## src/design/ma_pkg.sv

```systemverilog
// Single-copy MA stage constants; control-bit order must match the EX stage encoding
`default_nettype none

package ma_pkg;

    // Datapath widths
    localparam int XLEN      = 32;                 // Data and address width
    localparam int ICTRL_W   = 7;                  // Instruction control word
    localparam int RF_ADD_W  = 5;                  // Register file address
    localparam int FUNC_W    = 3;                  // Function field
    localparam int LD_INFO_W = FUNC_W + 2;         // Load function plus byte offset
    localparam int TAG_W     = XLEN - 1;           // Predicted target, bits 31:1

    // Bit positions inside the instruction control word
    // An all-zero word marks an empty slot
    localparam int ICTRL_RVC      = 0;             // Compressed instruction
    localparam int ICTRL_REG_DEST = 1;             // Writes the register file
    localparam int ICTRL_UNIT_ALU = 2;
    localparam int ICTRL_UNIT_BRU = 3;
    localparam int ICTRL_UNIT_LSU = 4;
    localparam int ICTRL_UNIT_MDU = 5;
    localparam int ICTRL_UNIT_CSR = 6;

    // BRU function code of a conditional branch
    // Every other code on a BRU slot is treated as a jump
    localparam logic [FUNC_W-1:0] BRU_F_BRANCH = 3'b000;

    // Load function codes, same as RISC-V funct3
    localparam logic [FUNC_W-1:0] LD_LB  = 3'b000;
    localparam logic [FUNC_W-1:0] LD_LH  = 3'b001;
    localparam logic [FUNC_W-1:0] LD_LW  = 3'b010;
    localparam logic [FUNC_W-1:0] LD_LBU = 3'b100;
    localparam logic [FUNC_W-1:0] LD_LHU = 3'b101;

endpackage

`default_nettype wire

```

## src/design/ma_branch_resolver.sv

```systemverilog
// Branch outcome check; one predictor entry per BRU slot, target must be halfword aligned
`timescale 1ns/1ns
`default_nettype none

module ma_branch_resolver
    import ma_pkg::*;
(
    input  logic [ICTRL_W-1:0] exma_ictrl_i,   // Control word of the MA slot
    input  logic [FUNC_W-1:0]  exma_f_i,       // BRU function
    input  logic [XLEN-1:0]    exma_val_i,     // Target, bit 0 is the condition
    input  logic               exma_pred_i,    // Instruction was predicted at fetch
    input  logic [TAG_W-1:0]   bop_tadd_i,     // Stored predicted target
    input  logic               bop_pred_i,     // Predictor entry valid
    input  logic               kill_i,         // Slot flushed or stalled

    output logic               bru_taken_o,    // Branch or jump taken
    output logic               bru_toc_o,      // Redirect on misprediction
    output logic [XLEN-1:0]    bru_target_o,   // Resolved target address
    output logic               bop_pop_o,      // Release predictor entry
    output logic               pred_btbu_o,    // Update target buffer
    output logic               pred_btrue_o,   // Branch condition met
    output logic               pred_bpu_o,     // Update branch predictor
    output logic               pred_jpu_o      // Update jump predictor
);

    logic is_bru;
    logic is_branch;
    logic taken;
    logic predicted;
    logic tgt_miss;                            // Stored target differs
    logic active;                              // Live BRU slot

    assign is_bru    = exma_ictrl_i[ICTRL_UNIT_BRU];
    assign is_branch = (exma_f_i == BRU_F_BRANCH);

    // Condition bit is replaced by 0 in the real target
    assign bru_target_o = {exma_val_i[XLEN-1:1], 1'b0};

    // Jumps are always taken
    assign taken     = is_branch ? exma_val_i[0] : 1'b1;
    assign predicted = exma_pred_i & bop_pred_i;
    assign tgt_miss  = (bop_tadd_i != exma_val_i[XLEN-1:1]);

    assign bru_taken_o = is_bru & taken;

    // Wrong direction, or right direction with wrong address
    assign bru_toc_o = is_bru & ((taken != predicted) | (taken & predicted & tgt_miss));

    assign active = is_bru & ~kill_i;

    assign pred_bpu_o   = active & is_branch;
    assign pred_btrue_o = active & is_branch & taken;
    assign pred_jpu_o   = active & ~is_branch;
    // New target entry when the fetch had no or a stale one
    assign pred_btbu_o  = active & taken & (~predicted | tgt_miss);
    assign bop_pop_o    = active & exma_pred_i;

endmodule

`default_nettype wire

```

## config.mk

```make
export PLATFORM = sky130hd
export DESIGN_NAME = ma_branch_resolver
export DESIGN_NICKNAME = d
export VERILOG_FILES = /design/src/design/ma_pkg.sv /design/src/design/ma_branch_resolver.sv
export SDC_FILE = /design/constraint.sdc
export NUM_CORES = 1
export LEC_CHECK = 0
export BUFFER_PORTS_ARGS = -buffer_cell sky130_fd_sc_hd__buf_2
export CAP_MARGIN = 10
export CORE_ASPECT_RATIO = 0.8
export CORE_MARGIN = 1.5
export CORE_UTILIZATION = 29
export DETAILED_ROUTE_END_ITERATION = 7
export PLACE_DENSITY = 0.93
export SYNTH_ARGS = -nofsm -noshare
export SYNTH_HDL_FRONTEND = slang
export SYNTH_SLANG_ARGS = --single-unit
```

## constraint.sdc

```tcl
create_clock -name vclk -period 1.9
set_input_delay 0.285 -clock vclk [all_inputs]
set_output_delay 0.285 -clock vclk [all_outputs]
set_load 0.005 [all_outputs]
```

==> reports/metrics.yaml, run 1 <==
crit_end: "pred_btbu_o"
pre_cts_slack_ns: -0.07750
overflow: 0
start_util: 0.3100
vias_per_cell: 4.370
drc: 0
synth.top_cell.area_share: 0.3529
n_antenna_cell: 0
end_kind: "output pin"
internal_power_mw: 0.1296
grt_pass1_vias: 665
comb_power_share: 1.000
syn-instance-count: 90
final_util: 0.4997
nets: 246
period_share: 0.9655
core-area_sq_um: 2196
area_delta_synth_final_pct: 61.21
drtIter0Drc: 14
seqPwrFrac: 0
p_sw_mw: 0.09162
syn_avg_cell_area_sq_um: 7.563
path_class: "in -> out"
grt_antenna_before_repair: 0
synthMuxAreaShare: 0
leakage_nw: 0.6280
setup_tns_ns: 0
place_congestion: 0.7517
crit_start: "bop_tadd_i[0]"
synth_top_family_by_area: "XOR/XNOR gates"
yosys.area.top_type: "buf_4"
synth-seq-area-share: 0
syn-cell-area_sq_um: 680.7
grt_max_degree: 5
drt_first_pass_iters: 2
total_power_mw: 0.2212
swShare: 0.4142
fmax_mhz: 545.1
rows: 15
dieWidth_um: 57.17
status: "completed"
seq_cell_count: 0
io_buffers: 108
wl_um: 1694
cts_hold_buf: 0
finalCriticalPeriod_ns: 1.834
pwr_density_cell_nw_per_um2: 201.6
boundaryPins: 115
grt_pass1_wl_um: 2359
synth-simple-area-share: 0.1949
synth_nets: 167
yosysUniqueCellTypes: 18
layout-drive-gt1-share: 0.6886
die_h_um: 46.33
synth_area_leaders: "buf_4, xor2_1, xnor2_1"
hold-worst-slack_ns: 0.7397
worstPathMaxFanout: 2
finalMaxSlewViolations: 0
grt_usage: 0.1100
fin_ws_ns: 0.06550
synth_xor_xnor_area_share: 0.3989
synthAdderAreaFrac: 0.01838
n_clock_buffer: 0
synth_common_cells: "buf_4, xor2_1, xnor2_1"
crit_arrival_ns: 1.55
yosysWarnings: 0
post-dp-hpwl_um: 1629
peakVddDrop_mv: 0.1377
required_ns: 1.62
wl_per_cell_um: 8.823
regArea_sq_um: 0
hold_viol: 0
synth_compound_area_frac: 0.01838
start_kind: "input port"
setup_violations: 0
drtAntennaViolNets: 0
vias: 839
hp-class: "in -> out"
clock_power_share: 0
die-area_sq_um: 2648
cts_setup_buffers: 0
synth_most_common_cell: "buf_4"
rsz0062_at_grt: "yes"
drv_cap: 0
## worst min path at each step
stage,startpoint,slack (ns),cells after the start,to
finish,exma_val_i[22],0.74,2,bru_target_o[22]
global route,exma_val_i[22],0.74,2,bru_target_o[22]
CTS,exma_val_i[22],0.74,2,bru_target_o[22]
detailed placement,exma_val_i[17],0.76,2,bru_target_o[17]
global placement,exma_val_i[17],0.76,2,bru_target_o[17]
floorplan,exma_f_i[0],0.61,1,pred_bpu_o
## kinds of logic after synthesis
logic type / Yosys count
other: 1
XOR/XNOR: 31
AO/OA/AOI/OAI: 2
adder cells (fa/ha/maj): 1
AND/OR/NAND/NOR: 21
buffers and inverters: 34
## critical path, cell delays in order
cell and delay, ns:
buf_6 0.10, xor2_2 0.16, nor4_2 0.25, nand4_1 0.19, nor4_4 0.33, a211oi_2 0.11
buf_2 0.13
## final cells by class
class	count	area [sq um]
Multi-Input combinational cell	56	466.7
Fill cell	206	1099
Inverter	2	7.507
Timing Repair Buffer	109	591.8
Tap cell	25	31.28
## power groups by stage
stage	Sequential, mW	Clock [mW]	Combinational [mW]
global placement	0	0	0.205
finish	0	0	0.221
floorplan	0	0	0.120
detailed placement	0	0	0.208
global route	0	0	0.245
CTS	0	0	0.216
## layer usage
layer,share of wire,up-vias,track usage
li1,-,421,-
met4,0,0,0
met5,0,-,0
met2,0.55,63,0.2759
met1,0.33,355,0.1002
met3,0.12,0,0.005618
## per-stage QoR
step | instance area, sq um | std cells
2_1_floorplan | 680.7 | 90
3_3_place_gp | 1020 | 192
3_5_place_dp | 1020 | 192
4_1_cts | 1051 | 192
5_1_grt | 1097 | 192
6_report | 1097 | 192
## cells in the final DEF (no fill, tap or decap), types with 2 or more instances in the layout
cell type,n
buf_6,7
nor4_1,5
buf_2,101
nor4_2,2
inv_1,2
xor2_1,19
nor2_1,2
and2_1,2
nand2_1,2
xnor2_1,11
nand4_1,3
## what timing repair did
item	CTS	global route
gates cloned	0	0
endpoints found under the setup margin	2	2
pin swaps	10	7
resized for setup	5	7
Power figures use the tool's default switching activity.
==> inputs of run 2 (changes only) <==
CELL_PAD_IN_SITES_DETAIL_PLACEMENT = 2   (was unset)
CELL_PAD_IN_SITES_GLOBAL_PLACEMENT = 2   (was unset)
CORE_UTILIZATION = 11   (was 29)
PLACE_DENSITY = 0.9   (was 0.93)
SLEW_MARGIN = 5   (was unset)
==> run 2 against run 1 <==
Net effect:
- the run now ends with setup timing left
- sequential cell count did not move
- worst hold slack gained 0.0018 ns
- die area rose to 2.5 times the previous value
- global-route usage down 3.5 points
- core utilization decreased by 30 points
- cell count increased by 31%
- via count grew 5.0%
- first-iteration DRC count is 29% lower
- critical path type unchanged
==> reports/metrics.yaml, run 2 (synthesis gave the netlist of run 1 again) <==
status: "complete, but fails checks"
violations: "setup timing"
dieWidth_um: 90.95  # +59%
leakage_nw: 0.6406  # +2.0%
rows: 25  # +10
n_clock_buffer: 0  # unchanged
path_class: "in -> out"
drv_cap: 0  # unchanged
start_kind: "input port"
boundaryPins: 115  # unchanged
drtAntennaViolNets: 0  # unchanged
post-dp-hpwl_um: 2665  # +64%
area_delta_synth_final_pct: 71.51
pre_cts_slack_ns: -0.2814  # -0.2039 ns
grt_usage: 0.07448  # -0.03549
end_kind: "output pin"
total_power_mw: 0.2297  # +3.9%
crit_family: "simple AND/OR/NAND/NOR gates"
regArea_sq_um: 0  # unchanged
core-area_sq_um: 5943  # +170%
wl_um: 2750  # +62%
fin_cells: 252  # +31%
drtIter0Drc: 10  # -4
die_h_um: 73.36  # +58%
pwr_density_cell_nw_per_um2: 196.8  # -2.4%
setup_violations: 2  # +2
fin_ws_ns: -0.01276  # -0.07826 ns
cts_setup_buffers: 0  # unchanged
final_area_sq_um: 1167  # +6.4%
setup_tns_ns: -0.02175  # -0.02175 ns
vias: 881  # +5.0%
nets: 250  # +1.6%
layout_commonest_cell: "buf_2"
cpPeakStageDelay_ns: 0.29  # -0.04 ns
fillers: 745  # +260%
seq_cell_count: 0  # unchanged
hold-worst-slack_ns: 0.7416  # +0.001847 ns
peakVddDrop_mv: 0.05203  # -62%
wl_per_cell_um: 10.91  # +24%
drt_first_pass_iters: 2  # unchanged
finalCriticalPeriod_ns: 1.913  # +0.07826 ns
final_util: 0.1964  # -0.3033
fmax_mhz: 522.8  # -4.1%
place_congestion: 0.6767  # -10%
layout-drive-gt1-share: 0.6842  # -0.004412
hp-class: "in -> out"
overflow: 0  # unchanged
rsz0062_at_grt: "yes"
grt_pass1_vias: 945  # +42%
vias_per_cell: 3.496  # -20%
crit_chain: "buf_6, xor2_2, nor4_2, buf_4, nand4_1, nor4_4, a211oi_1, buf_2"
dpl.cell_count: 252  # +31%
n_antenna_cell: 0  # unchanged
grt_antenna_before_repair: 0  # unchanged
grt_pass1_wl_um: 4105  # +74%
start_util: 0.1145  # -0.1954
worstPathMaxFanout: 2  # unchanged
crit_arrival_ns: 1.63  # +0.08 ns
finalMaxSlewViolations: 0  # unchanged
multi_input_area_sq_um: 455.4  # -2.4%
io_buffers: 108  # unchanged
grt_max_degree: 5  # unchanged
layout_common_cells: "buf_2, xor2_1, xnor2_1"
drc: 0  # unchanged
period_share: 1.007  # +0.04119
worst_path_max_delay_cell: "nor4_2"
path_buf_inv: 3  # +1
place_area_sq_um: 1120  # +9.8%
hold_viol: 0  # unchanged
required_ns: 1.62  # about the same
cts_hold_buf: 0  # unchanged
die-area_sq_um: 6672  # +150%
run 2: changes by cell type in the layout (fill, tap and decap cells not counted), sizes merged:
| cell | delta |
|---|---|
| buf | +4 |
run 2: cell type report:
cell class	instances	share of cell area
Timing Repair Buffer	113	0.5166
Multi-Input combinational cell	56	0.3901
Inverter	2	0.006431
Tap cell	81	0.08682
run 2: routing by layer:
layer  vias to the layer above  GRT usage  wire length (um)
met4                         0          0                 0
li1                        426          -                 -
met3                         0    0.01346               285
met2                        59     0.1667              1539
met1                       396    0.07480               924
met5                         -          0                 0
run 2: report_power, final:
| part | internal (mW) | switching [mW] | total, mW | leakage (nW) |
|---|---|---|---|---|
| sequential | 0 | 0 | 0 | 0 |
| clock | 0 | 0 | 0 | 0 |
| combinational | 0.130 | 0.0994 | 0.230 | 0.641 |
run 2: timing repair:
item | CTS | global route
pin swaps | 6 | 2
resized for setup | 6 | 1
endpoints found under the setup margin | 2 | 2
run 2: worst paths after layout:
kind / slack, ns / startpoint / cells after the start / end
setup / recovery: -0.01 / bop_tadd_i[8] / 8 / pred_btbu_o
hold / removal: 0.74 / exma_val_i[22] / 2 / bru_target_o[22]
