$ cat src/design/ma_pkg.sv
// Single-copy MA stage constants; control-bit order must match the EX stage encoding
`default_nettype none

package ma_pkg;

    // Datapath widths
    localparam int XLEN      = 32;                 // Data and address width
    localparam int ICTRL_W   = 7;                  // Instruction control word
    localparam int RF_ADD_W  = 5;                  // Register file address
    localparam int FUNC_W    = 3;                  // Function field
    localparam int LD_INFO_W = FUNC_W + 2;         // Load function plus byte offset
    localparam int TAG_W     = XLEN - 1;           // Predicted target, bits 31:1

    // Bit positions inside the instruction control word
    // An all-zero word marks an empty slot
    localparam int ICTRL_RVC      = 0;             // Compressed instruction
    localparam int ICTRL_REG_DEST = 1;             // Writes the register file
    localparam int ICTRL_UNIT_ALU = 2;
    localparam int ICTRL_UNIT_BRU = 3;
    localparam int ICTRL_UNIT_LSU = 4;
    localparam int ICTRL_UNIT_MDU = 5;
    localparam int ICTRL_UNIT_CSR = 6;

    // BRU function code of a conditional branch
    // Every other code on a BRU slot is treated as a jump
    localparam logic [FUNC_W-1:0] BRU_F_BRANCH = 3'b000;

    // Load function codes, same as RISC-V funct3
    localparam logic [FUNC_W-1:0] LD_LB  = 3'b000;
    localparam logic [FUNC_W-1:0] LD_LH  = 3'b001;
    localparam logic [FUNC_W-1:0] LD_LW  = 3'b010;
    localparam logic [FUNC_W-1:0] LD_LBU = 3'b100;
    localparam logic [FUNC_W-1:0] LD_LHU = 3'b101;

endpackage

`default_nettype wire

$ cat src/design/ma_control.sv
// MA stage control; interrupt is a level taken only on non-LSU slots, no CSR or trap return
`timescale 1ns/1ns
`default_nettype none

module ma_control
    import ma_pkg::*;
(
    input  logic               s_clk_i,        // Core clock
    input  logic               arst_n_i,       // Async reset, active low
    input  logic               int_meip_i,     // Machine external interrupt level
    input  logic               lsu_ready_i,    // Data-bus transfer finished
    input  logic [ICTRL_W-1:0] exma_ictrl_i,   // Control word of the MA slot
    input  logic               bru_taken_i,    // Branch or jump taken
    input  logic               bru_toc_i,      // Misprediction, redirect needed
    input  logic [ICTRL_W-1:0] mawb_ictrl_i,   // Control word held in WB

    output logic               stall_o,        // Stall lower stages
    output logic               flush_o,        // Flush lower stages
    output logic               hold_o,         // Keep EX from starting new work
    output logic               take_int_o,     // Interrupt accepted this cycle
    output logic               take_branch_o,  // Taken branch in a live slot
    output logic               toc_valid_o,    // Transfer address is the new PC
    output logic               pc_we_o,        // PC register write enable
    output logic               kill_o,         // Zero the WB control word
    output logic               we_aux_o,       // Enable for rd and load info
    output logic               we_val_o,       // Enable for result value
    output logic               we_esn_o        // Enable for WB control word
);

    logic ma_empty;                            // Nothing in the MA slot
    logic is_lsu;
    logic stall_ma;
    logic flush_ma;
    logic take_int;
    logic bubble_q;                            // Previous slot was killed

    assign ma_empty = (exma_ictrl_i == '0);
    assign is_lsu   = exma_ictrl_i[ICTRL_UNIT_LSU];

    // Bus transfer still running
    assign stall_ma = is_lsu & ~lsu_ready_i;

    // Interrupt waits for a load or store to complete
    assign take_int = int_meip_i & ~is_lsu;
    assign flush_ma = take_int;                // MA instruction dropped on interrupt

    assign stall_o       = stall_ma;
    assign flush_o       = take_int | bru_toc_i;
    assign hold_o        = int_meip_i;         // Pending interrupt blocks EX
    assign take_int_o    = take_int;
    assign take_branch_o = bru_taken_i & ~flush_ma;

    // PC moves on any accepted slot, or to the trap address
    assign pc_we_o     = (~ma_empty & ~stall_ma) | take_int;
    assign toc_valid_o = pc_we_o;              // Same condition selects the new PC as target

    assign kill_o   = flush_ma | stall_ma;
    assign we_aux_o = ~(flush_ma | ma_empty);
    // Load data is captured only in the ready cycle
    assign we_val_o = we_aux_o & (~is_lsu | lsu_ready_i);

    // Remember a killed slot so the zero word is written once more
    always_ff @(posedge s_clk_i or negedge arst_n_i) begin
        if (!arst_n_i) begin
            bubble_q <= 1'b0;
        end else begin
            bubble_q <= kill_o;
        end
    end

    // Write the control word while something is live in MA or WB
    assign we_esn_o = flush_ma | ~ma_empty | (mawb_ictrl_i != '0) | bubble_q;

endmodule

`default_nettype wire

$ cat config.mk
export PLATFORM = sky130hd
export DESIGN_NAME = ma_control
export DESIGN_NICKNAME = d
export VERILOG_FILES = /design/src/design/ma_pkg.sv /design/src/design/ma_control.sv
export SDC_FILE = /design/constraint.sdc
export NUM_CORES = 1
export LEC_CHECK = 0
export BUFFER_PORTS_ARGS = -buffer_cell sky130_fd_sc_hd__buf_2
export CAP_MARGIN = 0
export CORE_AREA = 2 2 39 41
export DETAILED_ROUTE_END_ITERATION = 10
export DIE_AREA = 0 0 41 43
export PLACE_DENSITY = 0.51
export SLEW_MARGIN = 20
export SYNTH_ARGS = -nofsm -noshare
export SYNTH_HDL_FRONTEND = slang
export SYNTH_SLANG_ARGS = --single-unit
$ cat constraint.sdc
create_clock -name s_clk_i -period 2.3 [get_ports s_clk_i]
set_input_delay 0.345 -clock s_clk_i [delete_from_list [all_inputs] [get_ports s_clk_i]]
set_output_delay 0.345 -clock s_clk_i [all_outputs]
set_load 0.005 [all_outputs]
==> results of run 1 <==
-- critical path, delay by kind of cell --
kind / cells / cell delay, ps
buffers and inverters: 2 / 260
and+or+nand+nor: 1 / 370
AOI/OAI and AO/OA: 1 / 130
-- cell type report --
type | instances | area, µm² | share of cell area
Inverter | 1 | 3.75 | 0.0122
Multi-Input combinational cell | 14 | 109 | 0.354
Sequential cell | 1 | 25.0 | 0.0813
Tap cell | 16 | 20.0 | 0.0650
Timing Repair Buffer | 30 | 150 | 0.488
-- placed cells by master (no fill, tap or decap) --
cell type	count
a211oi_2	1
a21oi_1	2
and2_1	1
and2b_1	1
buf_2	30
dfrtp_1	1
inv_2	1
nand2b_1	2
nand2b_2	1
nand4_1	1
nor3_1	1
nor4_1	3
nor4_4	1
-- cell families (layout without fill, tap and decap cells) --
kind of cell / Yosys count / count (layout) / synth area share
simple gates: 11 / 11 / 0.566
compound gates: 3 / 3 / 0.148
buf+inv: 3 / 31 / 0.123
flops: 1 / 1 / 0.164
-- where the power goes --
| group | internal, mW | leakage, nW | switching, mW |
|---|---|---|---|
| Clock | 0 | 0 | 0 |
| Combinational | 0.0242 | 0.148 | 0.0185 |
| Sequential | 0.0193 | 0.0120 | 0.000477 |
-- how the worst max path moves through the flow --
stage	startpoint	endpoint	slack, ps
2_1_floorplan	exma_ictrl_i[3]	toc_valid_o	990
3_3_place_gp	exma_ictrl_i[3]	we_esn_o	870
3_5_place_dp	exma_ictrl_i[3]	toc_valid_o	850
4_1_cts	exma_ictrl_i[3]	toc_valid_o	850
5_1_grt	exma_ictrl_i[2]	toc_valid_o	780
6_report	exma_ictrl_i[3]	toc_valid_o	860
-- per-stage QoR --
stage | hold WS, ps | util | power (mW) | std cells | setup WS [ps]
2_1_floorplan | 49.4 | - | 0.0357 | 18 | 994
3_3_place_gp | 121 | 0.222 | 0.0632 | 62 | 870
3_5_place_dp | 122 | 0.222 | 0.0636 | 62 | 849
4_1_cts | 122 | 0.222 | 0.0637 | 62 | 846
5_1_grt | 128 | 0.222 | 0.0684 | 62 | 784
6_report | 121 | 0.222 | 0.0625 | 62 | 856
-- per-layer routing --
metal  part of all wire  wire length [µm]
met5                  0                 0
met4                  0                 0
met3               0.16                80
met2               0.46               235
met1               0.39               200
==> metrics.txt, run 1 <==
Initial Util=0.110; Slew Limit Headroom=0.772; Max Freq=693 MHz; DRT Pass-1 Iters=2; routing usage on met3=0; post-synth top area share=0.164; total die area=1760 µm²; Post-route DRC=0; post-synthesis cell area=153 µm²; nets@finish=68; Final Cell Area=308 µm²; FP Rows=14; global placement routability congestion=0.619; Mean Syn Cell Area=8.48 µm²; via count=245; Filler cells=153; area of the core=1380 µm²; Clock transition at path regs=0 ps; Min Clock Period, post-route=1440 ps; top cells by count, synth=3 x nor4_1, 2 x a21oi_1, 2 x buf_4, 2 x nand2b_1; biggest regs=bubble_q: 1 flops; total wire length=516 µm; Resize count post-CTS=0; PwrDens=203 nW/µm²; Largest Register=bubble_q; Synth Register Bits=1; RSZ-0062 raised after global routing=no; post-CTS setup buffer count=0; top post-synthesis cells by area=dfrtp_1 16%, nor4_4 14%, nor4_1 12%; first-pass GRT wire length=765 µm; Remaining Overflow, GRT=0; drt wl/cell=8.32 µm; CP endpoint kind=output port; Post-synth EDFFs=0; Post-synth top flop=dfrtp_1; Hold Buf Count CTS=0; WP data arrival=1100 ps; area grow syn2layout=102%; dominant cell type by area after synthesis=dfrtp_1; Die W=41 µm; Startpoint Class=input pin; Tcrit/Tclk final=0.628; worst slew pin tran=338 ps; Final Hold Fails=0; Final TNS setup=0 ps; asr flop ratio synth=1.00; final setup vio count=0; Die H=43 µm; max reg flops=1; Max VDD drop=0.000108 V; Critical-path top delay cell=nor4_4; layout cell share with drive strength beyond 1=0.739; initial antenna violation count=0; M2 GR Usage=0.100; cell with the most instances after synthesis=nor4_1; critical path's largest stage delay=370 ps; GRT Overall Usage=0.0571; Leak=0.160 nW; vias per inst=3.95; largest net degree at the start of global routing=5; Hold Path Class=in -> async; Synth cell types=13; CP required=1960 ps; critical path class=in -> out; ANT cells=0; most used routing layer=met2; Antenna Nets Post-Route=0; max-cap violations=0; vias in the first global route=200; Max Slew Vio Count=0; Syn Nets=38; critical path cell sequence=buf_2 > nor4_4 > a21oi_1 > buf_2; Area after DPL=308 µm²; Yosys warnings=0; initial DRC count=1; Syn Inst Count=18; outcome=complete, no violations; post-synthesis sequential area ratio=0.164; input/output buffers=30; num ports=31; most used cell, CP=buf_2; worst-path fanout max=4; met1 GRT Util=0.0796
(Power assumes the default switching activity.)
==> run 2, diff against run 1 <==
==> constraint.sdc (replaced) <==
create_clock -name s_clk_i -period 1.48 [get_ports s_clk_i]
set_input_delay 0.222 -clock s_clk_i [delete_from_list [all_inputs] [get_ports s_clk_i]]
set_output_delay 0.222 -clock s_clk_i [all_outputs]
set_load 0.005 [all_outputs]
==> run 2 against run 1 <==
Global-route usage rose by 0.10 points. Wire length increased by 0.19%. Sequential power increased by 56%. Cell count rose by 1.6%. Sequential share of layout area decreased by 0.26 points. Via count rose by 1.6%. Design area up 3.3%. Setup slack worse by 570 ps. Critical path depth unchanged. Sequential cell count is the same. Hold slack improved by 420 ps. Die area unchanged.
==> metrics.txt, run 2 (synthesis gave the netlist of run 1 again) <==
outcome=complete, no violations; total die area=1760 µm² (unchanged); Min Clock Period, post-route=1200 ps; Leak=0.164 nW (+2.6%); biggest regs=bubble_q: 1 flops; max reg flops=1 (unchanged); vias per inst=3.95 (about the same); FP Rows=14 (unchanged); Logic pwr share=0.691 (+0.007); Hold Path Class=in -> async; Filler cells=153 (unchanged); Overall Power=0.0991 mW (+59%); Final Hold Fails=0 (unchanged); critical path class=in -> out; largest net degree at the start of global routing=5 (unchanged); critical path cell sequence=buf_2 > nor4_4 > a21oi_1 > buf_2; worst slew pin tran=338 ps (unchanged); vias in the first global route=206 (+3.0%); Final TNS setup=0 ps (unchanged); nets@finish=69 (+1.5%); WHS=537 ps (+416 ps); Antenna Nets Post-Route=0 (unchanged); commonest non-fill, non-tap cell in the layout=buf_2; total wire length=517 µm (+0.19%); Largest delay share family, worst path=simple AND/OR/NAND/NOR gates; Flop pwr share=0.309 (-0.007); non-filler cells, final=63 (+1.6%); RSZ-0062 raised after global routing=no; area grow syn2layout=108%; Area after DPL=308 µm² (unchanged); WP data arrival=980 ps (-120 ps); global placement routability congestion=0.619 (unchanged); Resize count post-CTS=0 (unchanged); Max Slew Vio Count=0 (unchanged); Clk network pwr share=0 (unchanged); CP endpoint kind=output port; Die W=41 µm (unchanged); initial DRC count=1 (unchanged); Critical-path top delay cell=nor4_4; initial antenna violation count=0 (unchanged); Switch Pwr=0.0299 mW (+57%); worst-path fanout max=4 (unchanged); Max Freq=835 MHz; Slew Limit Headroom=0.772 (unchanged); P_int=0.0693 mW (+59%); input/output buffers=30 (unchanged); via count=249 (+1.6%); Initial Util=0.110 (unchanged); final setup vio count=0 (unchanged); Die H=43 µm (unchanged); critical path's largest stage delay=370 ps (about the same); Startpoint Class=input pin; buffers plus inverters on the worst setup path=2 (unchanged); Post-route DRC=0 (unchanged); Post-Place Cells=62 (unchanged); Max VDD drop=0.000169 V (+56%); Remaining Overflow, GRT=0 (unchanged); CP required=1260 ps (-700 ps); ANT cells=0 (unchanged); Clock transition at path regs=0 ps (unchanged); DRT Pass-1 Iters=2 (unchanged); layout cell share with drive strength beyond 1=0.723 (-0.0157); most used cell, CP=buf_2; Final Cell Area=318 µm² (+3.3%); commonest non-fill, non-tap cells in the layout=30 x buf_2, 3 x nor4_1, 2 x a21oi_1, 2 x nand2b_1; Largest Register=bubble_q; first-pass GRT wire length=779 µm (+1.8%); max-cap violations=0 (unchanged); num ports=31 (unchanged); GRT Overall Usage=0.0581 (+0.00100); switching part of the total=0.301 (-0.00313); PwrDens=312 nW/µm² (+54%); Tcrit/Tclk final=0.809; drt wl/cell=8.21 µm (-1.4%); area of the core=1380 µm² (unchanged)
## run 2: path summary, 6_finish.rpt
path	from	slack [ps]	end	depth (start not counted)
max in group asynchronous	arst_n_i	860	bubble_q$_DFF_PN0_	2
setup / recovery	exma_ictrl_i[3]	280	toc_valid_o	4
hold / removal	arst_n_i	540	bubble_q$_DFF_PN0_	2
min in group s_clk_i	int_meip_i	560	bubble_q$_DFF_PN0_	3
## run 2: cell type report
| class | instances | area [µm²] | area share |
|---|---|---|---|
| inverter | 1 | 3.75 | 0.0118 |
| multi-input combinational | 14 | 109 | 0.343 |
| sequential | 1 | 25.0 | 0.0787 |
| tap | 16 | 20.0 | 0.0630 |
| timing repair buffer | 31 | 160 | 0.504 |
## run 2: routing by layer
metal,vias up,track usage,share of wire
met2,20,0.100,0.45
met5,-,0,0
li1,126,-,-
met1,103,0.0828,0.39
met3,0,0,0.15
met4,0,0,0
## run 2: repair_timing
item	4_1_cts	5_1_grt
setup endpoints to repair	0	0
hold endpoints to repair	1	0
setup buffers	0	0
hold buffers	1	0
## run 2: power by group through the flow
stage	Sequential, mW	Combinational [mW]	Clock (mW)
finish	0.0307	0.0685	0
floorplan	0.0303	0.0251	0
CTS	0.0308	0.0703	0
global route	0.0310	0.0776	0
global placement	0.0307	0.0675	0
detailed placement	0.0308	0.0680	0
## run 2: per-stage QoR
stage          setup slack, ps  utilization
6_report                   282        0.230
5_1_grt                    210        0.230
3_5_place_dp               275        0.222
3_3_place_gp               296        0.222
4_1_cts                    272        0.230
2_1_floorplan              420            -
