File: config.mk
export PLATFORM = sky130hd
export DESIGN_NAME = ma_wb_regs
export DESIGN_NICKNAME = d
export VERILOG_FILES = /design/src/design/ma_pkg.sv /design/src/design/load_extender.sv /design/src/design/ma_wb_regs.sv
export SDC_FILE = /design/constraint.sdc
export NUM_CORES = 1
export LEC_CHECK = 0
export ABC_AREA = 1
export BUFFER_PORTS_ARGS = -buffer_cell sky130_fd_sc_hd__buf_4
export CAP_MARGIN = 20
export CORE_MARGIN = 5
export CORE_UTILIZATION = 26
export CTS_CLUSTER_SIZE = 25
export DETAILED_ROUTE_END_ITERATION = 10
export MAX_ROUTING_LAYER = met4
export PLACE_DENSITY_LB_ADDON = 0.08
export SYNTH_ARGS = -nofsm -noshare
export SYNTH_HDL_FRONTEND = slang
export SYNTH_HIERARCHICAL = 1
export SYNTH_SLANG_ARGS = --single-unit
File: constraint.sdc
create_clock -name s_clk_i -period 1.7 [get_ports s_clk_i]
set_input_delay 0.34 -clock s_clk_i [delete_from_list [all_inputs] [get_ports s_clk_i]]
set_output_delay 0.34 -clock s_clk_i [all_outputs]
set_load 0.05 [all_outputs]
File: src/design/ma_pkg.sv
// Single-copy MA stage constants; control-bit order must match the EX stage encoding
`default_nettype none

package ma_pkg;

    // Datapath widths
    localparam int XLEN      = 32;                 // Data and address width
    localparam int ICTRL_W   = 7;                  // Instruction control word
    localparam int RF_ADD_W  = 5;                  // Register file address
    localparam int FUNC_W    = 3;                  // Function field
    localparam int LD_INFO_W = FUNC_W + 2;         // Load function plus byte offset
    localparam int TAG_W     = XLEN - 1;           // Predicted target, bits 31:1

    // Bit positions inside the instruction control word
    // An all-zero word marks an empty slot
    localparam int ICTRL_RVC      = 0;             // Compressed instruction
    localparam int ICTRL_REG_DEST = 1;             // Writes the register file
    localparam int ICTRL_UNIT_ALU = 2;
    localparam int ICTRL_UNIT_BRU = 3;
    localparam int ICTRL_UNIT_LSU = 4;
    localparam int ICTRL_UNIT_MDU = 5;
    localparam int ICTRL_UNIT_CSR = 6;

    // BRU function code of a conditional branch
    // Every other code on a BRU slot is treated as a jump
    localparam logic [FUNC_W-1:0] BRU_F_BRANCH = 3'b000;

    // Load function codes, same as RISC-V funct3
    localparam logic [FUNC_W-1:0] LD_LB  = 3'b000;
    localparam logic [FUNC_W-1:0] LD_LH  = 3'b001;
    localparam logic [FUNC_W-1:0] LD_LW  = 3'b010;
    localparam logic [FUNC_W-1:0] LD_LBU = 3'b100;
    localparam logic [FUNC_W-1:0] LD_LHU = 3'b101;

endpackage

`default_nettype wire

File: src/design/load_extender.sv
// Load data alignment; misaligned halfwords are not checked, unknown codes pass the word
`timescale 1ns/1ns
`default_nettype none

module load_extender
    import ma_pkg::*;
(
    input  logic [XLEN-1:0]      word_i,       // Raw bus word
    input  logic [LD_INFO_W-1:0] ld_info_i,    // {function, offset}
    output logic [XLEN-1:0]      data_o        // Extended result
);

    logic [FUNC_W-1:0] func;
    logic [1:0]        offset;
    logic [7:0]        byte_sel;
    logic [15:0]       half_sel;

    assign func   = ld_info_i[LD_INFO_W-1:2];
    assign offset = ld_info_i[1:0];

    // Little-endian lane pick
    assign byte_sel = word_i[offset*8 +: 8];
    assign half_sel = offset[1] ? word_i[31:16] : word_i[15:0];

    always_comb begin
        case (func)
            LD_LB:   data_o = {{24{byte_sel[7]}}, byte_sel};
            LD_LH:   data_o = {{16{half_sel[15]}}, half_sel};
            LD_LBU:  data_o = {24'd0, byte_sel};
            LD_LHU:  data_o = {16'd0, half_sel};
            LD_LW:   data_o = word_i;
            default: data_o = word_i;
        endcase
    end

endmodule

`default_nettype wire

File: src/design/ma_wb_regs.sv
// MA/WB register set; load data is captured raw and extended in the WB cycle
`timescale 1ns/1ns
`default_nettype none

module ma_wb_regs
    import ma_pkg::*;
(
    input  logic                s_clk_i,       // Core clock
    input  logic                arst_n_i,      // Async reset, active low
    input  logic [ICTRL_W-1:0]  exma_ictrl_i,  // Control word of the MA slot
    input  logic [FUNC_W-1:0]   exma_f_i,      // Function, load type for LSU
    input  logic [RF_ADD_W-1:0] exma_rd_i,     // Destination register
    input  logic [XLEN-1:0]     exma_val_i,    // EX result or load address
    input  logic [XLEN-1:0]     lsu_data_i,    // Raw bus read word
    input  logic [XLEN-1:0]     next_pc_i,     // Link address for BRU
    input  logic                kill_i,        // Zero the control word
    input  logic                we_aux_i,      // Enable rd and load info
    input  logic                we_val_i,      // Enable result value
    input  logic                we_esn_i,      // Enable control word

    output logic [ICTRL_W-1:0]  mawb_ictrl_o,  // WB control word
    output logic [RF_ADD_W-1:0] mawb_rd_o,     // WB destination
    output logic [XLEN-1:0]     mawb_val_o     // WB result
);

    logic [XLEN-1:0]      result;
    logic [ICTRL_W-1:0]   ictrl_d;
    logic [LD_INFO_W-1:0] ldi_d;
    logic [ICTRL_W-1:0]   ictrl_q;
    logic [RF_ADD_W-1:0]  rd_q;
    logic [XLEN-1:0]      val_q;
    logic [LD_INFO_W-1:0] ldi_q;
    logic [XLEN-1:0]      ld_data;             // Extended load value

    always_comb begin
        if (exma_ictrl_i[ICTRL_UNIT_LSU]) begin
            result = lsu_data_i;
        end else if (exma_ictrl_i[ICTRL_UNIT_BRU]) begin
            result = next_pc_i;                // Return address
        end else begin
            result = exma_val_i;
        end
    end

    assign ictrl_d = kill_i ? '0 : exma_ictrl_i;   // Bubble into WB
    assign ldi_d   = {exma_f_i, exma_val_i[1:0]};  // Type and byte offset

    // Control word needs a known empty state
    always_ff @(posedge s_clk_i or negedge arst_n_i) begin
        if (!arst_n_i) begin
            ictrl_q <= '0;
        end else if (we_esn_i) begin
            ictrl_q <= ictrl_d;
        end
    end

    always_ff @(posedge s_clk_i) begin
        if (we_aux_i) begin
            rd_q  <= exma_rd_i;
            ldi_q <= ldi_d;
        end
        if (we_val_i) begin
            val_q <= result;
        end
    end

    load_extender u_load_extender (
        .word_i    (val_q),
        .ld_info_i (ldi_q),
        .data_o    (ld_data)
    );

    assign mawb_ictrl_o = ictrl_q;
    assign mawb_rd_o    = rd_q;
    assign mawb_val_o   = ictrl_q[ICTRL_UNIT_LSU] ? ld_data : val_q;

endmodule

`default_nettype wire

==> impl_metrics.toml, run 1 <==
[die]
initial_utilization_pct = 26.17
design.die.area_um2 = 18430
core-area_um2 = 15710
io_pins = 161
die_x_um = 135.8
die-height_um = 135.8
rows = 46

[timing]
final-hold-violation-count = 0
fin_skew_ps = 0
max_slew_margin_pct = 69.03
period_minus_slack_ps = 2140
slew_viol_final = 0
rsz0062_at_grt = "true"
worst_slack_ps = -440.0
tightest_slew_ps = 464.5
fmaxAchievable_mhz = 467.3
setup-violations-final = 32
fin_crit_sh_pct = 125.9

[power_and_ir_drop]
p_leak_nw = 3.540
power_density_nw_per_um2 = 734.0
ir_drop_uv = 374.3
p_total_mw = 4.810

[detailed_routing]
drtIter0Drc = 141
ant_nets = 0
routed_wirelength_mm = 13.86
detail_route.vias_per_cell = 4.248
drt_pass1_iterations = 4
vias = 4265
wl_per_cell_um = 13.80
drc = 0

[placement]
port_buffers = 160
post-place-cells = 983
gp_congestion = 0.8154
dp_hpwl_mm = 10.78

[final_layout]
diodes = 0
final_nets = 904
drive_gt1_share_pct = 43.40
final_cell_mix = "nand2_1, buf_4, inv_1"
synthToLayoutAreaGrowth_pct = 59.36
final_common_cell = "nand2_1"
fin_cells = 1004

[clock_network]
clkLatencyLatePin_ps = 300
clk_pin_slew_ps = 80
h-tree-depth = 2
tritoncts = "yes"
cts_sinks = 49
clock_path_buffers = 2
numCtsBuffers = 5
cts-root-buf = "clkbuf_16"

[synthesis]
yosys_warnings = 6
ys_seq_elements = 49
synthMuxAreaShare_pct = 0
syn_area_per_cell_um2 = 6.764
syn_area_um2 = 4113
synthAdderAreaFrac_pct = 0
synthesis.nets = 725
synth-compound-area-share_pct = 5.598
synthTopCellsByArea = "edfxtp_1, nand2_1, inv_1"
synth_xor_area_share_pct = 0
yosysTopAreaCellShare_pct = 30.67
synth_top_family_by_area = "simple AND/OR/NAND/NOR gates"
synth.distinct_cells = 30
synth-simple-area-share_pct = 40.52
yosysTopAreaCell = "edfxtp_1"
seq_area_frac_synth_pct = 34.93
synth_cells = 608

[global_route]
grt_max_degree = 42
grt_use_total_pct = 15.47
grt_pass1_vias = 4189
antenna_found_initial = 0
grt_pass1_wl_mm = 21.89
overflow = 0

[critical_path]
critPathKind = "reg2out"
crit_path_start_kind = "flop"
required_ps = 1360
crit_arrival_ps = 1800
end_kind = "output port"
crit_path_max_fanout = 7

[min_path]
hp-class = "in2reg"

[run_status]
violations = "setup timing"
run_status = "finished with violations"

[flow_run]
maxCapViolCount = 0
==> Yosys cell counts, drive strengths merged <==
library cell / n
o21ai: 34
dfrtp: 7
clkbuf: 3
o21a: 1
nor3: 2
buf: 30
edfxtp: 42
or2: 7
nand3: 79
inv: 122
nand2: 264
a22oi: 7
and2: 1
nor2: 9
==> area by class of cell <==
type,instances,area (um^2)
well taps,216,270.3
clock inverters,3,23.77
flip-flops and latches,49,1440
fillers,1628,9159
repair buffers,204,1814
clock buffers,5,125.1
inverters,122,480.5
multi-input cells,405,2400
==> layer usage <==
metal / up-vias / GRT usage [%] / wire, um
li1: 2212 / - / -
met1: 1950 / 20.93 / 6381
met2: 97 / 24.81 / 6750
met3: 6 / 2.637 / 630
met4: 0 / 2.576 / 97
met5: - / - / 0
==> worst max-delay path, cell delays in order (launching register included) <==
cell	delay (ps)
edfxtp_1	490
buf_6	170
nor2_4	230
nand3_1	100
nand2_1	80
nand2_1	50
nand2_1	50
inv_1	30
nand2_1	70
o21ai_2	60
buf_6	150
==> power by group <==
group          leakage, nW  switching [mW]  internal, mW
clock               0.0766           0.515         0.560
combinational         2.96            1.28         0.913
sequential           0.500           0.103          1.44
total                 3.54            1.90          2.91
==> state kept, by name, summed over array words and instances (netlist names) <==
register and flops:
mawb_ictrl_o 7, ldi_q 5, val_q 32, mawb_rd_o 5
==> stage by stage <==
| step | hold WS, ps | cell area (um^2) | utilization (%) | worst slack (ps) | setup TNS (ps) |
|---|---|---|---|---|---|
| after floorplan | 44.41 | 4339 | - | -223.7 | -853.4 |
| final | 209.2 | 6554 | 41.71 | -440.0 | -13290 |
| after global placement | 156.1 | 5797 | 36.89 | -188.3 | -4646 |
| after CTS | 195.6 | 6305 | 40.13 | -457.9 | -13130 |
| after global routing | 190.2 | 6554 | 41.71 | -558.5 | -16620 |
| after detailed placement | 160.4 | 5797 | 36.89 | -219.0 | -5244 |
==> worst paths after layout <==
| path | slack [ps] | depth (start not counted) | to | from |
|---|---|---|---|---|
| max | -440 | 10 | mawb_val_o[5] | ldi_q[2]$_DFFE_PP_ |
| min | 210 | 1 | ldi_q[4]$_DFFE_PP_ | exma_f_i[2] |
| max reg2reg | 760 | 3 | mawb_ictrl_o[4]$_DFFE_PN0P_ | mawb_ictrl_o[4]$_DFFE_PN0P_ |
| min reg2reg | 480 | 2 | mawb_ictrl_o[6]$_DFFE_PN0P_ | mawb_ictrl_o[6]$_DFFE_PN0P_ |
| max in group asynchronous | 1190 | 2 | mawb_ictrl_o[4]$_DFFE_PN0P_ | arst_n_i |
| min in group asynchronous | 380 | 2 | mawb_ictrl_o[2]$_DFFE_PN0P_ | arst_n_i |
==> cells by family after synthesis <==
| logic type | after synthesis |
|---|---|
| buffers and inverters | 155 |
| AOI/OAI and AO/OA | 42 |
| DFF | 49 |
| and+or+nand+nor | 362 |
==> timing repair <==
item	CTS	global route
hold buffers	1	0
hold endpoints to repair	7	0
resized for setup	73	41
gates cloned	2	1
setup endpoints to repair	32	33
pin swaps	5	11
setup buffers	6	3
Note: power is estimated with default switching activity, not from simulation.
==> run 2: changes to the inputs <==
--- a/config.mk
+++ b/config.mk
@@ -14,6 +14,7 @@
 export DETAILED_ROUTE_END_ITERATION = 10
 export MAX_ROUTING_LAYER = met4
 export PLACE_DENSITY_LB_ADDON = 0.08
+export SETUP_SLACK_MARGIN = 0.3
 export SYNTH_ARGS = -nofsm -noshare
 export SYNTH_HDL_FRONTEND = slang
 export SYNTH_HIERARCHICAL = 1
==> run 2 against run 1 <==
  * The run still ends with setup timing left
  * Critical path type unchanged
  * Setup slack improved by 18 ps
  * Global-route usage increased by 0.22 points
  * Sequential share of layout area decreased by 0.68 points
==> impl_metrics.toml, run 2 (synthesized netlist as in run 1, its figures left out) <==
[final_layout]
design_area_um2 = 6764
ff_latch_area_um2 = 1440
drive_gt1_share_pct = 45.89
fillCellCount = 1617
largest_reg_flops = 32
final_nets = 907
final_common_cell = "nand2_1"
synthToLayoutAreaGrowth_pct = 64.47
diodes = 0
final_cell_mix = "nand2_1, buf_4, inv_1"
fin_util_pct = 43.05
multi_input_area_um2 = 2531
regMostFlops = "val_q"

[clock_network]
cts_sinks = 49
clk_pin_slew_ps = 70
clkLatencyLatePin_ps = 300
tritoncts = "yes"
h-tree-depth = 2
numCtsBuffers = 5
clock_path_buffers = 2
cts-root-buf = "clkbuf_16"

[die]
rows = 46
design.die.area_um2 = 18430
io_pins = 161
initial_utilization_pct = 26.17
core-area_um2 = 15710
die_x_um = 135.8
die-height_um = 135.8

[timing]
worst_slack_ps = -422.0
fmaxAchievable_mhz = 471.3
slew_viol_final = 0
final-hold-violation-count = 0
fin_skew_ps = 0
fin_crit_sh_pct = 124.8
tns_ps = -12590
period_minus_slack_ps = 2122
setup-violations-final = 32
tightest_slew_ps = 417.4
max_slew_margin_pct = 72.17
rsz0062_at_grt = "true"
hold_ws_ps = 215.2

[critical_path]
crit_path_max_fanout = 8
crit_path_start_kind = "flop"
path_common_cell = "buf_6"
required_ps = 1360
r2r_start = "mawb_ictrl_o[4]$_DFFE_PN0P_"
crit_arrival_ps = 1780
r2r_end = "mawb_ictrl_o[4]$_DFFE_PN0P_"
cp_slowest_cell = "edfxtp_1"
crit_path_start = "ldi_q[3]$_DFFE_PP_"
r2r_cells = 3
worstPathCellList = "buf_6, nor3_4, nand2_4, buf_16, nand3_2, nand2_2, o21ai_4, buf_6"
critPathKind = "reg2out"
crit_end = "mawb_val_o[18]"
end_kind = "output port"
max_stage_delay_ps = 440
reg2reg_slack_ps = 670

[detailed_routing]
wl_per_cell_um = 13.83
drc = 0
drtIter0Drc = 255
detail_route.vias_per_cell = 4.196
ant_nets = 0
routed_wirelength_mm = 13.93
vias = 4225
drt_pass1_iterations = 4

[global_route]
overflow = 0
grt_pass1_vias = 4346
grt_use_total_pct = 15.69
grt_pass1_wl_mm = 22.31
antenna_found_initial = 0
grt_max_degree = 34

[flow_run]
maxCapViolCount = 0

[run_status]
run_status = "finished with violations"
violations = "setup timing"

[placement]
gp_congestion = 0.8380
dpl_worst_slack_ps = -203.2
port_buffers = 160
dp_hpwl_mm = 10.96
place_area_um2 = 6131

[power_and_ir_drop]
ir_drop_uv = 429.9
p_leak_nw = 3.626
power_density_nw_per_um2 = 732.6

[min_path]
hold_depth = 1
hp-class = "in2reg"
## run 2: power by group
part	internal, mW	total [mW]	switching, mW
Clock	0.639	1.11	0.474
Sequential	1.44	1.56	0.119
Combinational	0.972	2.28	1.31
## run 2: timing repair
action / in CTS / in global routing
setup buffers: 4 / 2
cloned: 2 / 1
endpoints found under the hold margin: 7 / 0
gates resized for setup: 67 / 30
endpoints found under the setup margin: 33 / 33
hold buffers: 1 / 0
pin swaps: 20 / 10
## run 2: final cells by class
type                       instances  share of cell area (%)
clock buffer                       6                   2.220
clock inverter                     2                  0.2035
sequential                        49                   21.29
inverter                         122                   7.011
tap                              216                   3.996
timing repair buffer             207                   27.86
multi-input combinational        405                   37.42
## run 2: worst min-delay path by stage
stage                 start                           to  slack [ps]
2_1_floorplan      arst_n_i  mawb_ictrl_o[0]$_DFFE_PN0P_          40
3_3_place_gp       arst_n_i  mawb_ictrl_o[2]$_DFFE_PN0P_         160
3_5_place_dp       arst_n_i  mawb_ictrl_o[2]$_DFFE_PN0P_         160
4_1_cts        exma_rd_i[3]       mawb_rd_o[3]$_DFFE_PP_         200
5_1_grt        exma_rd_i[0]       mawb_rd_o[0]$_DFFE_PP_         200
6_report       exma_rd_i[3]       mawb_rd_o[3]$_DFFE_PP_         220
## run 2: layer usage
layer / global-route usage, % / wire length [um] / up-vias
met3: 3.046 / 656 / 6
met2: 23.29 / 6238 / 119
li1: - / - / 2214
met1: 22.34 / 6925 / 1886
met4: 3.135 / 104 / 0
met5: - / 0 / -
## run 2: through the flow
step,power [mW],std cells
after floorplan,2.939,608
after global placement,3.649,989
after detailed placement,3.655,989
after CTS,4.967,1004
after global routing,5.256,1007
final,4.955,1007
## run 2: worst max-delay path, delay by kind of cell (launching register included)
kind	cells	cell delay (ps)
compound gates	1	70
buf+inv	3	500
flops	1	440
simple gates	4	470
==> run 3: changes to the inputs <==
--- a/config.mk
+++ b/config.mk
@@ -6,6 +6,7 @@
 export NUM_CORES = 1
 export LEC_CHECK = 0
 export ABC_AREA = 1
+export ABC_CLOCK_PERIOD_IN_PS = 1700
 export BUFFER_PORTS_ARGS = -buffer_cell sky130_fd_sc_hd__buf_4
 export CAP_MARGIN = 20
 export CORE_MARGIN = 5
@@ -13,7 +14,7 @@
 export CTS_CLUSTER_SIZE = 25
 export DETAILED_ROUTE_END_ITERATION = 10
 export MAX_ROUTING_LAYER = met4
-export PLACE_DENSITY_LB_ADDON = 0.08
+export PLACE_DENSITY = 0.51
 export SETUP_SLACK_MARGIN = 0.3
 export SYNTH_ARGS = -nofsm -noshare
 export SYNTH_HDL_FRONTEND = slang
==> constraint.sdc (replaced) <==
create_clock -name s_clk_i -period 1.7 [get_ports s_clk_i]
set_input_delay 0.34 -clock s_clk_i [delete_from_list [all_inputs] [get_ports s_clk_i]]
set_output_delay 0.34 -clock s_clk_i [all_outputs]
set_load 0.1 [all_outputs]
==> run 3 against run 2 <==
  * Setup slack lost 61 ps
  * Global-route usage grew 0.81 points
  * Clock power grew 4%
  * The run still ends with setup timing left
==> impl_metrics.toml, run 3 (synthesized netlist as in run 1, its figures left out) <==
[critical_path]
path_common_cell = "nand2_1"
worst-path-buf-inv = 3
r2r_end = "mawb_ictrl_o[4]$_DFFE_PN0P_"
crit_path_start_kind = "flop"
worstPathCellList = "clkinv_4, buf_4, nor2_8, nand3_1, o21a_1, nand2_1, nand2_1, o21ai_4, buf_12"
end_kind = "output port"
r2r_start = "mawb_ictrl_o[4]$_DFFE_PN0P_"
crit_arrival_ps = 1840
cp_top_family = "buffers and inverters"
critPathKind = "reg2out"
required_ps = 1360
crit_path_max_fanout = 5
r2r_cells = 3
max_stage_delay_ps = 450
cp_slowest_cell = "edfxtp_1"
reg2reg_slack_ps = 670

[final_layout]
diodes = 0
fillCellCount = 1583
final_common_cell = "nand2_1"
final_nets = 917
regMostFlops = "val_q"
largest_reg_flops = 32
synthToLayoutAreaGrowth_pct = 72.92
drive_gt1_share_pct = 45.57
final_cell_mix = "nand2_1, buf_4, inv_1"
design_area_um2 = 7112

[detailed_routing]
routed_wirelength_mm = 14.55
drtIter0Drc = 149
wl_per_cell_um = 14.31
vias = 4329
detail_route.vias_per_cell = 4.257
drt_pass1_iterations = 4
ant_nets = 0
drc = 0

[timing]
fmaxAchievable_mhz = 458.1
fin_crit_sh_pct = 128.4
period_minus_slack_ps = 2183
worst_slack_ps = -482.9
tightest_slew_ps = 418.4
final-hold-violation-count = 0
slew_viol_final = 0
tns_ps = -13740
fin_skew_ps = 0
max_slew_margin_pct = 72.11
rsz0062_at_grt = "true"
setup-violations-final = 32

[die]
design.die.area_um2 = 18430
core-area_um2 = 15710
io_pins = 161
rows = 46
die_x_um = 135.8
initial_utilization_pct = 26.17
die-height_um = 135.8

[placement]
dpl_worst_slack_ps = -315.5
place_area_um2 = 6015
port_buffers = 160
dp_hpwl_mm = 10.87
gp_congestion = 0.7894

[clock_network]
clk_pin_slew_ps = 80
clkLatencyLatePin_ps = 300
cts-root-buf = "clkbuf_16"
tritoncts = "yes"
numCtsBuffers = 5
cts_sinks = 49
h-tree-depth = 2
clock_path_buffers = 2

[global_route]
overflow = 0
grt_pass1_wl_mm = 23.14
grt_use_total_pct = 16.50
grt_max_degree = 34
antenna_found_initial = 0
grt_pass1_vias = 4415

[power_and_ir_drop]
p_total_mw = 5.788
p_leak_nw = 3.693
ir_drop_uv = 433.5
power_density_nw_per_um2 = 813.8

[min_path]
hp-start = "exma_rd_i[0]"
min_to = "mawb_rd_o[0]$_DFFE_PP_"
hp-class = "in2reg"
hold_depth = 1

[run_status]
run_status = "finished with violations"
violations = "setup timing"

[flow_run]
maxCapViolCount = 0
[run 3: changes by cell type in the layout (fill, tap and decap cells not counted), moves of 4 or more]
cell	previous run	this run
nand2_1	194	201
buf_6	34	9
nand2_8	0	7
buf_8	5	0
nand2_4	14	5
nor2_4	1	5
buf_4	155	163
buf_12	10	38
nor2_1	7	3
[run 3: per-stage QoR]
step           instances  hold WS (ps)  utilization [%]
2_1_floorplan        608         44.41                -
3_3_place_gp         992         156.3            38.28
3_5_place_dp         992         157.8            38.28
4_1_cts             1012         196.9            43.57
5_1_grt             1017         201.9            45.26
6_report            1017         209.5            45.26
[run 3: what timing repair did]
| item | in CTS | in global routing |
|---|---|---|
| hold buffers | 1 | 0 |
| setup endpoints to repair | 33 | 33 |
| setup buffers | 5 | 5 |
| hold endpoints to repair | 7 | 0 |
| pin swaps | 14 | 27 |
| gates cloned | 6 | 0 |
| gates resized for setup | 120 | 60 |
[run 3: worst max path at each step]
| stage | startpoint | slack, ps | end | cells after the start |
|---|---|---|---|---|
| final | ldi_q[2]$_DFFE_PP_ | -480 | mawb_val_o[7] | 9 |
| after global routing | ldi_q[2]$_DFFE_PP_ | -570 | mawb_val_o[5] | 10 |
| after CTS | ldi_q[2]$_DFFE_PP_ | -480 | mawb_val_o[7] | 9 |
| after detailed placement | ldi_q[1]$_DFFE_PP_ | -320 | mawb_val_o[12] | 9 |
| after global placement | ldi_q[3]$_DFFE_PP_ | -290 | mawb_val_o[7] | 8 |
| after floorplan | mawb_ictrl_o[4]$_DFFE_PN0P_ | -160 | mawb_val_o[12] | 3 |
[run 3: layout make-up]
cell class | instances | area, um^2 | share of cell area [%]
timing repair buffer | 213 | 2151 | 30.24
tap | 216 | 270.3 | 3.800
inverter | 122 | 478.0 | 6.721
multi-input combinational | 409 | 2605 | 36.63
clock inverter | 2 | 17.52 | 0.2463
clock buffer | 6 | 150.1 | 2.111
sequential | 49 | 1440 | 20.25
[run 3: power breakdown]
part / switching [mW] / total [mW] / internal, mW
registers: 0.108 / 1.55 / 1.44
clock network: 0.504 / 1.15 / 0.647
logic: 1.90 / 3.09 / 1.18
total: 2.52 / 5.79 / 3.27
[run 3: worst reg2reg max path: stages, from the launching register on]
cell	delay, ps
dfrtp_4	550
buf_16	210
nand2_1	80
o21ai_0	70
[run 3: metal layers]
layer	global-route usage, %	vias to the layer above	routed length [um]
met1	21.56	1964	6556
met5	-	-	0
met2	27.35	109	7220
met3	2.377	11	582
li1	-	2245	-
met4	3.471	0	191
